**src/hdl/conv_act_cfg.svh**
```systemverilog
`ifndef CONV_ACT_CFG_SVH
`define CONV_ACT_CFG_SVH

// feature and coefficient width
`define DATA_W 16

// fixed point positions
`define X_FRAC 10 // x, b and the result
`define AB_FRAC 12 // coefficient a
`define C_FRAC 14 // leaky slope c

// output channels that own an a/b pair
`define CHN_N 16
`define CHN_W 4

// register space
`define AXIL_AW 12

`endif

```
**src/hdl/conv_act_pkg.sv**
```systemverilog
`include "conv_act_cfg.svh"

package conv_act_pkg;

	typedef logic signed [`DATA_W-1:0] data_t; // feature or coefficient
	typedef logic [`CHN_W-1:0] chn_t;

	// target array of a parameter write
	typedef enum logic {
		PAR_A,
		PAR_B
	} par_sel_e;

	// register word addresses
	typedef enum logic [`AXIL_AW-1:0] {
		REG_CTRL = 'h000, // bit0 act_en, bit1 itr_en
		REG_STATUS = 'h004, // bit0 pending, write 1 to clear
		REG_ACT_C = 'h008,
		REG_ITR_TH = 'h00C,
		REG_RES_CNT = 'h010,
		REG_PAR_A_BASE = 'h100, // one word per channel
		REG_PAR_B_BASE = 'h200
	} reg_addr_e;

	typedef enum logic {
		AXIL_IDLE,
		AXIL_RESP
	} axil_state_e;

endpackage

```
**src/hdl/act_cfg_if.sv**
```systemverilog
`timescale 1ns/10ps

interface act_cfg_if;
	import conv_act_pkg::*;

	logic act_en;
	data_t act_rate_c; // leaky slope
	logic par_wen; // single cycle strobe
	par_sel_e par_sel;
	chn_t par_chn;
	data_t par_data;

	modport regs (
		output act_en, act_rate_c,
		output par_wen, par_sel, par_chn, par_data
	);

	modport cal (
		input act_en, act_rate_c,
		input par_wen, par_sel, par_chn, par_data
	);
endinterface

```
**src/hdl/conv_act_regs.sv**
```systemverilog
`timescale 1ns/10ps
`include "conv_act_cfg.svh"

module conv_act_regs (
	input logic clk,
	input logic rst_n,

	input logic [`AXIL_AW-1:0] s_axi_lite_awaddr,
	input logic s_axi_lite_awvalid,
	output logic s_axi_lite_awready,
	input logic [31:0] s_axi_lite_wdata,
	input logic [3:0] s_axi_lite_wstrb, // not decoded
	input logic s_axi_lite_wvalid,
	output logic s_axi_lite_wready,
	output logic [1:0] s_axi_lite_bresp,
	output logic s_axi_lite_bvalid,
	input logic s_axi_lite_bready,
	input logic [`AXIL_AW-1:0] s_axi_lite_araddr,
	input logic s_axi_lite_arvalid,
	output logic s_axi_lite_arready,
	output logic [31:0] s_axi_lite_rdata,
	output logic [1:0] s_axi_lite_rresp,
	output logic s_axi_lite_rvalid,
	input logic s_axi_lite_rready,

	act_cfg_if.regs cfg,
	input logic res_fire,
	output logic itr
);
	import conv_act_pkg::*;

	axil_state_e w_state;
	axil_state_e r_state;
	logic aw_w_rdy;
	logic wr_en;
	logic [`AXIL_AW-1:0] wr_page;
	logic par_win;
	logic act_en;
	logic itr_en;
	logic itr_pend;
	data_t act_rate_c;
	logic [31:0] itr_th;
	logic [31:0] res_cnt;
	logic [31:0] res_cnt_inc;
	logic [31:0] rd_mux;

	assign s_axi_lite_awready = aw_w_rdy;
	assign s_axi_lite_wready = aw_w_rdy;
	assign s_axi_lite_bresp = 2'b00; // always OKAY
	assign s_axi_lite_rresp = 2'b00;
	assign s_axi_lite_arready = (r_state == AXIL_IDLE);
	assign wr_en = aw_w_rdy && s_axi_lite_awvalid && s_axi_lite_wvalid;

	// a/b windows, channel index in the word offset
	assign wr_page = {s_axi_lite_awaddr[`AXIL_AW-1:8], 8'h00};
	assign par_win = (wr_page == REG_PAR_A_BASE || wr_page == REG_PAR_B_BASE) &&
		(s_axi_lite_awaddr[7:`CHN_W+2] == '0);

	// address and data taken together, one beat per write
	always_ff @(posedge clk) begin
		if (!rst_n) begin
			w_state <= AXIL_IDLE;
			aw_w_rdy <= 1'b0;
			s_axi_lite_bvalid <= 1'b0;
		end else begin
			case (w_state)
				AXIL_IDLE: begin
					if (aw_w_rdy) begin
						aw_w_rdy <= 1'b0;
						s_axi_lite_bvalid <= 1'b1;
						w_state <= AXIL_RESP;
					end else if (s_axi_lite_awvalid && s_axi_lite_wvalid) begin
						aw_w_rdy <= 1'b1;
					end
				end
				AXIL_RESP: begin
					if (s_axi_lite_bready) begin
						s_axi_lite_bvalid <= 1'b0;
						w_state <= AXIL_IDLE;
					end
				end
			endcase
		end
	end

	always_ff @(posedge clk) begin
		if (!rst_n) begin
			act_en <= 1'b0;
			itr_en <= 1'b0;
			act_rate_c <= '0;
			itr_th <= '0;
		end else if (wr_en) begin
			case (s_axi_lite_awaddr)
				REG_CTRL: begin
					act_en <= s_axi_lite_wdata[0];
					itr_en <= s_axi_lite_wdata[1];
				end
				REG_ACT_C: act_rate_c <= s_axi_lite_wdata[`DATA_W-1:0];
				REG_ITR_TH: itr_th <= s_axi_lite_wdata;
				default: ;
			endcase
		end
	end

	assign cfg.act_en = act_en;
	assign cfg.act_rate_c = act_rate_c;

	// parameter write strobe
	always_ff @(posedge clk) begin
		if (!rst_n)
			cfg.par_wen <= 1'b0;
		else
			cfg.par_wen <= wr_en && par_win;
	end

	always_ff @(posedge clk) begin
		if (wr_en && par_win) begin
			cfg.par_sel <= (wr_page == REG_PAR_B_BASE) ? PAR_B : PAR_A;
			cfg.par_chn <= s_axi_lite_awaddr[`CHN_W+1:2];
			cfg.par_data <= s_axi_lite_wdata[`DATA_W-1:0];
		end
	end

	assign res_cnt_inc = res_cnt + 32'd1;

	// result counter and sticky interrupt
	always_ff @(posedge clk) begin
		if (!rst_n) begin
			res_cnt <= '0;
			itr_pend <= 1'b0;
		end else begin
			if (wr_en && s_axi_lite_awaddr == REG_RES_CNT)
				res_cnt <= s_axi_lite_wdata;
			else if (res_fire)
				res_cnt <= res_cnt_inc;

			if (res_fire && itr_en && res_cnt_inc == itr_th)
				itr_pend <= 1'b1; // set beats clear
			else if (wr_en && s_axi_lite_awaddr == REG_STATUS && s_axi_lite_wdata[0])
				itr_pend <= 1'b0;
		end
	end

	assign itr = itr_pend;

	always_comb begin
		case (s_axi_lite_araddr)
			REG_CTRL: rd_mux = {30'd0, itr_en, act_en};
			REG_STATUS: rd_mux = {31'd0, itr_pend};
			REG_ACT_C: rd_mux = {{(32-`DATA_W){1'b0}}, act_rate_c};
			REG_ITR_TH: rd_mux = itr_th;
			REG_RES_CNT: rd_mux = res_cnt;
			default: rd_mux = 32'd0; // a/b windows read as zero
		endcase
	end

	always_ff @(posedge clk) begin
		if (!rst_n) begin
			r_state <= AXIL_IDLE;
			s_axi_lite_rvalid <= 1'b0;
		end else begin
			case (r_state)
				AXIL_IDLE: begin
					if (s_axi_lite_arvalid) begin
						s_axi_lite_rvalid <= 1'b1;
						r_state <= AXIL_RESP;
					end
				end
				AXIL_RESP: begin
					if (s_axi_lite_rready) begin
						s_axi_lite_rvalid <= 1'b0;
						r_state <= AXIL_IDLE;
					end
				end
			endcase
		end
	end

	always_ff @(posedge clk) begin
		if (s_axi_lite_arvalid && s_axi_lite_arready)
			s_axi_lite_rdata <= rd_mux;
	end

	// response only after an accepted address and data beat
	a_b_after_aw: assert property (@(posedge clk) disable iff (!rst_n)
		$rose(s_axi_lite_bvalid) |-> !s_axi_lite_awready &&
			$past(s_axi_lite_awready && s_axi_lite_awvalid && s_axi_lite_wvalid));

	a_par_in_win: assert property (@(posedge clk) disable iff (!rst_n)
		cfg.par_wen |-> $past(s_axi_lite_awaddr[`AXIL_AW-1:`CHN_W+2]) ==
			(cfg.par_sel == PAR_B ? REG_PAR_B_BASE : REG_PAR_A_BASE) >> (`CHN_W+2));
endmodule

```
**src/hdl/conv_act_top.sv**
```systemverilog
`timescale 1ns/10ps
`include "conv_act_cfg.svh"

module conv_act_top (
	input logic clk,
	input logic rst_n,

	input logic [`AXIL_AW-1:0] s_axi_lite_awaddr,
	input logic s_axi_lite_awvalid,
	output logic s_axi_lite_awready,
	input logic [31:0] s_axi_lite_wdata,
	input logic [3:0] s_axi_lite_wstrb,
	input logic s_axi_lite_wvalid,
	output logic s_axi_lite_wready,
	output logic [1:0] s_axi_lite_bresp,
	output logic s_axi_lite_bvalid,
	input logic s_axi_lite_bready,
	input logic [`AXIL_AW-1:0] s_axi_lite_araddr,
	input logic s_axi_lite_arvalid,
	output logic s_axi_lite_arready,
	output logic [31:0] s_axi_lite_rdata,
	output logic [1:0] s_axi_lite_rresp,
	output logic s_axi_lite_rvalid,
	input logic s_axi_lite_rready,

	input conv_act_pkg::data_t s_res_data,
	input conv_act_pkg::chn_t s_res_chn,
	input logic s_res_last,
	input logic s_res_valid,
	output logic s_res_ready,

	output conv_act_pkg::data_t m_act_data,
	output logic m_act_last,
	output logic m_act_valid,
	input logic m_act_ready,

	output logic itr
);
	logic res_fire; // one per output beat

	act_cfg_if cfg_if ();

	conv_act_regs regs_u (
		.clk(clk),
		.rst_n(rst_n),
		.s_axi_lite_awaddr(s_axi_lite_awaddr),
		.s_axi_lite_awvalid(s_axi_lite_awvalid),
		.s_axi_lite_awready(s_axi_lite_awready),
		.s_axi_lite_wdata(s_axi_lite_wdata),
		.s_axi_lite_wstrb(s_axi_lite_wstrb),
		.s_axi_lite_wvalid(s_axi_lite_wvalid),
		.s_axi_lite_wready(s_axi_lite_wready),
		.s_axi_lite_bresp(s_axi_lite_bresp),
		.s_axi_lite_bvalid(s_axi_lite_bvalid),
		.s_axi_lite_bready(s_axi_lite_bready),
		.s_axi_lite_araddr(s_axi_lite_araddr),
		.s_axi_lite_arvalid(s_axi_lite_arvalid),
		.s_axi_lite_arready(s_axi_lite_arready),
		.s_axi_lite_rdata(s_axi_lite_rdata),
		.s_axi_lite_rresp(s_axi_lite_rresp),
		.s_axi_lite_rvalid(s_axi_lite_rvalid),
		.s_axi_lite_rready(s_axi_lite_rready),
		.cfg(cfg_if.regs),
		.res_fire(res_fire),
		.itr(itr)
	);

	linear_act_cal cal_u (
		.clk(clk),
		.rst_n(rst_n),
		.cfg(cfg_if.cal),
		.s_res_data(s_res_data),
		.s_res_chn(s_res_chn),
		.s_res_last(s_res_last),
		.s_res_valid(s_res_valid),
		.s_res_ready(s_res_ready),
		.m_act_data(m_act_data),
		.m_act_last(m_act_last),
		.m_act_valid(m_act_valid),
		.m_act_ready(m_act_ready),
		.res_fire(res_fire)
	);
endmodule

```
**src/hdl/linear_act_cal.sv**
```systemverilog
`timescale 1ns/10ps
`include "conv_act_cfg.svh"

module linear_act_cal (
	input logic clk,
	input logic rst_n,

	act_cfg_if.cal cfg,

	input conv_act_pkg::data_t s_res_data,
	input conv_act_pkg::chn_t s_res_chn,
	input logic s_res_last,
	input logic s_res_valid,
	output logic s_res_ready,

	output conv_act_pkg::data_t m_act_data,
	output logic m_act_last,
	output logic m_act_valid,
	input logic m_act_ready,

	output logic res_fire
);
	import conv_act_pkg::*;

	data_t par_a [`CHN_N];
	data_t par_b [`CHN_N];

	logic pipe_en;
	logic v0, v1;
	logic last0, last1;
	data_t x0, a0, b0;
	data_t z1;
	logic signed [2*`DATA_W-1:0] prod_ax;
	logic signed [2*`DATA_W:0] lin_sum;
	logic signed [2*`DATA_W-1:0] prod_zc;
	logic signed [2*`DATA_W:0] act_neg;

	// clamp a wide signed value into DATA_W bits
	function automatic data_t sat_data(input logic signed [2*`DATA_W:0] v);
		data_t res;
		if (v[2*`DATA_W:`DATA_W-1] == '0 || v[2*`DATA_W:`DATA_W-1] == '1)
			res = v[`DATA_W-1:0];
		else if (v[2*`DATA_W])
			res = {1'b1, {(`DATA_W-1){1'b0}}};
		else
			res = {1'b0, {(`DATA_W-1){1'b1}}};
		return res;
	endfunction

	always_ff @(posedge clk) begin
		if (cfg.par_wen) begin
			case (cfg.par_sel)
				PAR_A: par_a[cfg.par_chn] <= cfg.par_data;
				PAR_B: par_b[cfg.par_chn] <= cfg.par_data;
			endcase
		end
	end

	// whole pipe moves or holds together
	assign pipe_en = !m_act_valid || m_act_ready;
	assign s_res_ready = pipe_en && cfg.act_en;
	assign res_fire = m_act_valid && m_act_ready;

	always_ff @(posedge clk) begin
		if (!rst_n) begin
			v0 <= 1'b0;
			v1 <= 1'b0;
			m_act_valid <= 1'b0;
		end else if (pipe_en) begin
			v0 <= s_res_valid && s_res_ready;
			v1 <= v0;
			m_act_valid <= v1;
		end
	end

	assign prod_ax = a0 * x0; // 22 fraction bits
	assign lin_sum = (prod_ax >>> `AB_FRAC) + b0;
	assign prod_zc = z1 * cfg.act_rate_c;
	assign act_neg = prod_zc >>> `C_FRAC;

	always_ff @(posedge clk) begin
		if (pipe_en) begin
			// stage 0 operand fetch
			x0 <= s_res_data;
			a0 <= par_a[s_res_chn];
			b0 <= par_b[s_res_chn];
			last0 <= s_res_last;
			// stage 1 a*x + b
			z1 <= sat_data(lin_sum);
			last1 <= last0;
			// stage 2 leaky relu
			m_act_data <= z1[`DATA_W-1] ? sat_data(act_neg) : z1;
			m_act_last <= last1;
		end
	end

	a_out_hold: assert property (@(posedge clk) disable iff (!rst_n)
		m_act_valid && !m_act_ready |=> m_act_valid && $stable(m_act_data));

	// nothing enters stage 0 while the unit is off
	a_off_no_ready: assert property (@(posedge clk) disable iff (!rst_n)
		!cfg.act_en && pipe_en |=> !v0);
endmodule

```
**config.mk**
```make
export PLATFORM = sky130hd
export DESIGN_NAME = conv_act_top
export DESIGN_NICKNAME = d
export VERILOG_FILES = /design/src/hdl/conv_act_pkg.sv /design/src/hdl/act_cfg_if.sv /design/src/hdl/conv_act_regs.sv /design/src/hdl/conv_act_top.sv /design/src/hdl/linear_act_cal.sv
export VERILOG_INCLUDE_DIRS = /design/src /design/src/hdl
export SDC_FILE = /design/constraint.sdc
export NUM_CORES = 2
export LEC_CHECK = 0
export BUFFER_PORTS_ARGS = -buffer_cell sky130_fd_sc_hd__buf_4
export CAP_MARGIN = 20
export CELL_PAD_IN_SITES_DETAIL_PLACEMENT = 1
export CELL_PAD_IN_SITES_GLOBAL_PLACEMENT = 2
export CORE_ASPECT_RATIO = 0.5
export CORE_UTILIZATION = 35
export CTS_BUF_LIST = sky130_fd_sc_hd__clkbuf_4 sky130_fd_sc_hd__clkbuf_8
export CTS_CLUSTER_DIAMETER = 30
export DETAILED_ROUTE_END_ITERATION = 7
export PLACE_DENSITY = 0.73
export SYNTH_ARGS = -nofsm -noshare
export SYNTH_HDL_FRONTEND = slang
export SYNTH_SLANG_ARGS = --single-unit
```
**constraint.sdc**
```tcl
create_clock -name clk -period 12.2 [get_ports clk]
set_input_delay 1.83 -clock clk [delete_from_list [all_inputs] [get_ports clk]]
set_output_delay 1.83 -clock clk [all_outputs]
set_load 0.03 [all_outputs]
```
# Yosys cells after proc, flatten, opt, wreduce, memory -nomap -nowiden
# Memory sizes are Yosys's and may differ from the RTL's. A register that Yosys moved wholly into a read port is not among the register bits.
# Index checks and enable logic that the tools add are counted.
[totals] memories=2 regBits=196 elab_cells=113 ramBits=512 output_inout_bits=61 input_bits=90
[memory_table] name="cal_u.par_a" words=16 word_bits=16 read_ports=1 rd_clocked_by_memory_dff=1 write_ports=1 line_no="linear_act_cal.sv:25" source="data_t par_a [`CHN_N];"
[memory_table] name="cal_u.par_b" words=16 word_bits=16 read_ports=1 rd_clocked_by_memory_dff=1 write_ports=1 line_no="linear_act_cal.sv:26" source="data_t par_b [`CHN_N];"
[classes] n_reduce_logical=31 bitwise_logic=2 mul=2 n_eq_ne=17 n_mux=31 addsub=2
[op_table] operator="$pmux W32 S5" count=1
[op_table] operator="$mul A16 B16 Y32" count=2
[op_table] operator="$mux W16" count=4
[op_table] operator="$mux W32" count=2
[op_table] operator="$eq A12 B4 Y1 const B" count=4
[op_table] operator="$eq A18 B18 Y1 const B" count=2
[op_table] operator="$logic_not A18 Y1" count=2
[op_table] operator="$add A32 B1 Y32 const B" count=1
[op_table] operator="$eq A32 B32 Y1" count=1
[op_table] operator="$eq A12 B3 Y1 const B" count=2
[op_table] operator="$eq A12 B5 Y1 const B" count=2
[op_table] operator="$logic_not A12 Y1" count=2
[op_table] operator="$add A20 B16 Y21" count=1
[op_table] operator="$mux W1" count=19
[op_table] operator="$mux W15" count=1
[op_table] operator="$logic_and A1 B1 Y1" count=14
[op_table] operator="$reduce_and A2 Y1" count=5
[op_table] operator="$pmux W1 S2" count=4
[op_table] operator="$ne A2 B2 Y1 const B" count=3
[op_table] operator="$eq A4 B1 Y1 const B" count=1
[op_table] operator="$eq A4 B2 Y1 const B" count=1
[op_table] operator="$logic_or A1 B1 Y1" count=4
[op_table] operator="$reduce_bool A2 Y1" count=2
[op_table] operator="$logic_not A2 Y1" count=1
[op_table] operator="other kinds (3)" count=4

# Logic depth before layout (Yosys ltp)
[logic_depth] depth_word=6 depth_mapped=35 ltp_nobuf=32

# By module
# From an unflattened synthesis, not the netlist that was laid out.
[unflattened] hier_cells=3804 hier_area_um2=49157.1
[by_module_without_submodules] module="linear_act_cal" cells_each=3057 seq_area_each_um2=17927.2 area_per_inst_um2=42020.3 instances=1
[by_module_without_submodules] module="conv_act_regs" cells_each=747 seq_area_each_um2=3373.2 area_per_inst_um2=7136.8 instances=1

# Least setup slack after synthesis
# No wires, ideal clock.
[synth_timing] path_type="reg-to-reg" from="register cal_u.a0[7], read port of cal_u.par_a" to="register cal_u.z1[8] (data pin)" t_required_ns=12.055 setup_ns=0.145 path_stages_with_launch=36 arrival_time_ns=8.334 period_less_slack_ns=8.479 path_slack_ns=3.721 n_path_buf=3 path_cell_list="edfxtp_1 > clkbuf_1 > nand2_1 > fa_1 > inv_1 > fa_1 > inv_1 > fa_1 > inv_1 > fa_1 > fa_1 > inv_1 > fa_1 > inv_1 > ha_1 > a21o_1 > a21o_1 > a221oi_1 > o21ai_1 > and2_1 > o21a_1 > or2_2 > a21oi_1 > xnor2_1 > ha_1 > buf_2 > a21oi_1 > a21oi_1 > a2111oi_4 > o31ai_4 > a21o_1 > a21oi_1 > xor2_1 > o41a_1 > buf_4 > o21ai_1"
[synth_via] elab_chain_len=5 elab_cells_between_ends=7 cone_classes="1 x add/sub; 1 x mul; 1 x eq/ne; 2 x mux; 2 x reduce/logical"
[synth_lines] element="start: declaration" line_no="linear_act_cal.sv:31" source="data_t x0, a0, b0;"
[synth_lines] element="$mul A16 B16 Y32 *" line_no="linear_act_cal.sv:76" source="assign prod_ax = a0 * x0;"
[synth_lines] element="$add A20 B16 Y21 *" line_no="linear_act_cal.sv:77" source="assign lin_sum = (prod_ax >>> `AB_FRAC) + b0;"
[synth_lines] element="$eq A18 B18 Y1 / $logic_not A18 Y1 (equally long branches)" line_no="linear_act_cal.sv:41" source="if (v[2*`DATA_W:`DATA_W-1] == '0 || v[2*`DATA_W:`DATA_W-1] == '1)"
[synth_lines] element="$logic_or A1 B1 Y1" line_no="linear_act_cal.sv:41"
[synth_lines] element="$mux W16 *" line_no="linear_act_cal.sv:41"
[synth_lines] element="end signal: assignment" line_no="linear_act_cal.sv:89" source="z1 <= sat_data(lin_sum);"
[synth_lines] element="end: declaration" line_no="linear_act_cal.sv:32" source="data_t z1;"
# Mark *: on every way between the ends. The rest lies on a longest branch, timed or not.
# A chain may end at the register's enable or synchronous reset.

# Worst setup path in the final report
[layout_timing] from="register cal_u.x0[7]" to="register cal_u.z1[5] (data pin)"
[layout_via] elab_chain_len=5 elab_cells_between_ends=7 cone_classes="1 x add/sub; 1 x mul; 1 x eq/ne; 2 x mux; 2 x reduce/logical"
[layout_lines] element="start: declaration" line_no="linear_act_cal.sv:31"
[layout_lines] element="start signal: assignment" line_no="linear_act_cal.sv:84" source="x0 <= s_res_data;"
[layout_lines] element="$mul A16 B16 Y32 *" line_no="linear_act_cal.sv:76"
[layout_lines] element="$add A20 B16 Y21 *" line_no="linear_act_cal.sv:77"
[layout_lines] element="$eq A18 B18 Y1 / $logic_not A18 Y1 (equally long branches)" line_no="linear_act_cal.sv:41"
[layout_lines] element="$logic_or A1 B1 Y1" line_no="linear_act_cal.sv:41"
[layout_lines] element="$mux W16 *" line_no="linear_act_cal.sv:41"
# Marked as above.

==> results by group <==
Floorplan
  – Chip height: 267.6 um
  – Initial core utilization: 0.3564
  – Width of the die: 533.1 um
  – Io pins: 151
  – Die area: 142600 um^2
  – Core Rows: 96
  – CORE AREA: 138500 um^2

Timing
  – Final hold vios: 0
  – Clock skew: 0.06107 ns
  – Tmin final: 9.905 ns
  – Max Freq: 101.0 MHz
  – RSZ-0062 raised after global routing: no
  – Final period util: 0.8119
  – Slew headroom: 0.2027
  – TNS Setup: 0 ns
  – Final number of setup-violating endpoints: 0
  – Actual slew at the worst max-slew pin: 1.196 ns
  – Slew Viols, Final: 0

Synth
  – Synth Area in Adders: 0.2582
  – Yosys top cell area share: 0.3942
  – Largest cells by area after synthesis: edfxtp_1, fa_1, mux4_2
  – Register area share after synthesis: 0.4315
  – Synth warnings: 0
  – Avg Inst Size Synth: 12.91 um^2
  – Asr flop ratio synth: 0
  – Synthesized cell area: 49360 um^2
  – Number of synthesized flops with an enable pin: 648
  – Simple-gate portion of the synthesized area: 0.09804
  – Post-synthesis mux area share: 0.08661
  – Post-Syn Instances: 3823
  – Synth unique cells: 83
  – Prevailing post-synth register cell: edfxtp_1
  – Xor and xnor area share after synthesis: 0.02466
  – Post-synth top area cell: edfxtp_1
  – Compound-Gate Fraction of Synth Area: 0.03977
  – Largest family of logic cells by synthesized area: adder cells
  – Yosys reg bits: 740

Final layout
  – Multi-input logic area: 25130 um^2
  – Commonest non-fill, non-tap cell in the layout: edfxtp_1
  – Reg area: 21300 um^2
  – Share of layout cells above drive strength 1: 0.1551
  – Fillers: 14550
  – Final net count: 4796
  – Commonest non-fill, non-tap cells in the layout: edfxtp_1, inv_1, fa_1
  – Syn-to-layout area delta: 12.50%

Detailed routing
  – DRT Pass-1 Iters: 5
  – Vias per Instance: 5.030
  – Vias post-DR: 30020
  – Routed wire per std cell: 23.16 um
  – Routed WL: 138200 um
  – Post-route ant nets: 0
  – Iteration-0 DRC Markers: 2081
  – Drt drc: 0

Clocking
  – CTS Buf Count: 132
  – CTS tree: yes
  – Post-CTS Hold Buffers: 0
  – Gates resized, CTS repair: 0
  – CTS root buf: clkbuf_8
  – Setup bufs post-CTS: 0
  – Maximum clock path buffer count: 3
  – Clock latency on the worst-skew pair: 0.82 ns
  – H-Tree Depth: 4
  – Num Clock Sinks: 740
  – Clock-pin slew on the worst setup and hold paths: 0.06 ns

Worst setup path
  – CP startpoint kind: register
  – CP Class: register to register
  – CP Data Required Time: 12.71 ns
  – Delay-heaviest family, CP: adder cells
  – CP Capture Type: register
  – CP Max Fanout: 16
  – Bufs and invs on worst path: 5
  – Max stage delay on crit path: 0.90 ns
  – Worst EP arrival: 10.41 ns
  – Most used cell, CP: fa_1
  – Slowest CP cell: edfxtp_1

Min path
  – Worst hold-check path type: register to register

Placement
  – Input/output buffers: 142
  – Final Wtd Congestion: 0.8177
  – Post-DP HPWL: 99440 um

Global route
  – Total gr overflow: 0
  – Vias in the first global route: 32980
  – Initial antenna violation count: 19
  – First-pass GRT wire length: 209000 um
  – Largest net degree at the start of global routing: 93
  – Overall Global Routing Usage: 0.1979

Run
  – Max-cap violations: 0

Outcome
  – Outcome: finished, final reports clean
cell families (layout without fill, tap and decap cells):
| logic type | Yosys count | after routing |
|---|---|---|
| buffers and inverters | 762 | 1036 |
| AOI/OAI and AO/OA | 278 | 278 |
| adders and majority gates | 705 | 705 |
| DFF | 740 | 740 |
| xor gates and xnor gates | 139 | 139 |
| and+or+nand+nor | 971 | 971 |
| other | 1 | 10 |
| muxes | 227 | 227 |
path summary, 6_finish.rpt:
kind / start / endpoint / slack (ns) / cells after the start
setup / recovery: cal_u.x0[7]$_DFFE_PN_ / cal_u.z1[5]$_DFFE_PN_ / 2.29 / 32
hold / removal: cal_u.last0$_DFFE_PN_ / cal_u.last1$_DFFE_PN_ / 0.43 / 0
setup reg to reg: cal_u.x0[7]$_DFFE_PN_ / cal_u.z1[5]$_DFFE_PN_ / 2.29 / 32
hold reg to reg: cal_u.last0$_DFFE_PN_ / cal_u.last1$_DFFE_PN_ / 0.43 / 0
layer usage:
| metal | wire length (um) | GRT usage | share of wire | up-vias |
|---|---|---|---|---|
| li1 | - | - | - | 13190 |
| met1 | 61580 | 0.2713 | 0.45 | 15940 |
| met2 | 65960 | 0.3232 | 0.48 | 727 |
| met3 | 7779 | 0.03586 | 0.056 | 164 |
| met4 | 2877 | 0.05271 | 0.021 | 4 |
| met5 | 25 | 0 | 0.00018 | - |
sequential cells by signal, indices dropped and copies added, names as in the netlist, 4 cells and up:
name,count
cal_u.z1,16
cal_u.par_a,256
regs_u.cfg.par_chn,4
regs_u.cfg.par_data,16
cal_u.par_b,256
regs_u.cfg.act_rate_c,16
regs_u.itr_th,32
cal_u.b0,16
cal_u.m_act_data,16
cal_u.x0,16
regs_u.res_cnt,32
regs_u.s_axi_lite_rdata,32
cal_u.a0,16
per-stage QoR:
| stage | setup slack (ns) | cell area [um^2] | hold slack (ns) | util | instances |
|---|---|---|---|---|---|
| 6_report | 2.295 | 55530 | 0.4298 | 0.4010 | 5968 |
| 5_1_grt | 1.681 | 55530 | 0.4463 | 0.4010 | 5968 |
| 4_1_cts | 2.169 | 55300 | 0.4325 | 0.3993 | 5950 |
| 3_5_place_dp | 2.287 | 52510 | 0.4148 | 0.3791 | 5717 |
| 3_3_place_gp | 2.416 | 52510 | 0.4101 | 0.3791 | 5717 |
| 2_1_floorplan | 3.721 | 49370 | 0.4003 | - | 3826 |
synthesized netlist by cell type, types with 7 or more instances:
library cell	n
buf_4	9
edfxtp_1	648
a211oi_1	7
and3_1	10
o21a_1	11
a21o_1	25
or2_2	9
a31oi_1	11
mux4_2	160
and2_1	217
buf_2	7
or3_1	8
o21ai_0	41
ha_1	182
mux2i_1	66
buf_1	15
nor2b_1	63
nand3_1	33
nor2_1	121
o211ai_1	7
nor3_1	35
o21ai_1	16
a22o_1	17
nand2_1	383
nand4_1	20
o211a_1	34
fa_1	523
clkbuf_1	131
nand2b_1	32
inv_1	590
dfxtp_1	92
xnor2_1	88
xor2_1	51
a21oi_1	66
worst register-to-register path: cells and delay by family, from the launching register on:
| kind | cells | cell delay (ns) |
|---|---|---|
| compound gates | 14 | 3.55 |
| xor+xnor | 2 | 0.37 |
| fa+ha+maj | 8 | 3.79 |
| flops | 1 | 0.90 |
| simple gates | 3 | 0.73 |
| buf+inv | 5 | 0.26 |
layout make-up:
class	instances	share of cell area
Multi-Input combinational cell	2324	0.4526
Sequential cell	740	0.3836
Tap cell	1862	0.04195
Inverter	591	0.04024
Clock buffer	168	0.03848
Timing Repair Buffer	212	0.03116
Clock inverter	65	0.01176
Antenna cell	6	0.0002704
Power is left out: the tool's default activity adds up to more than one toggle a clock period on the data nets, which glitch-free logic cannot reach.
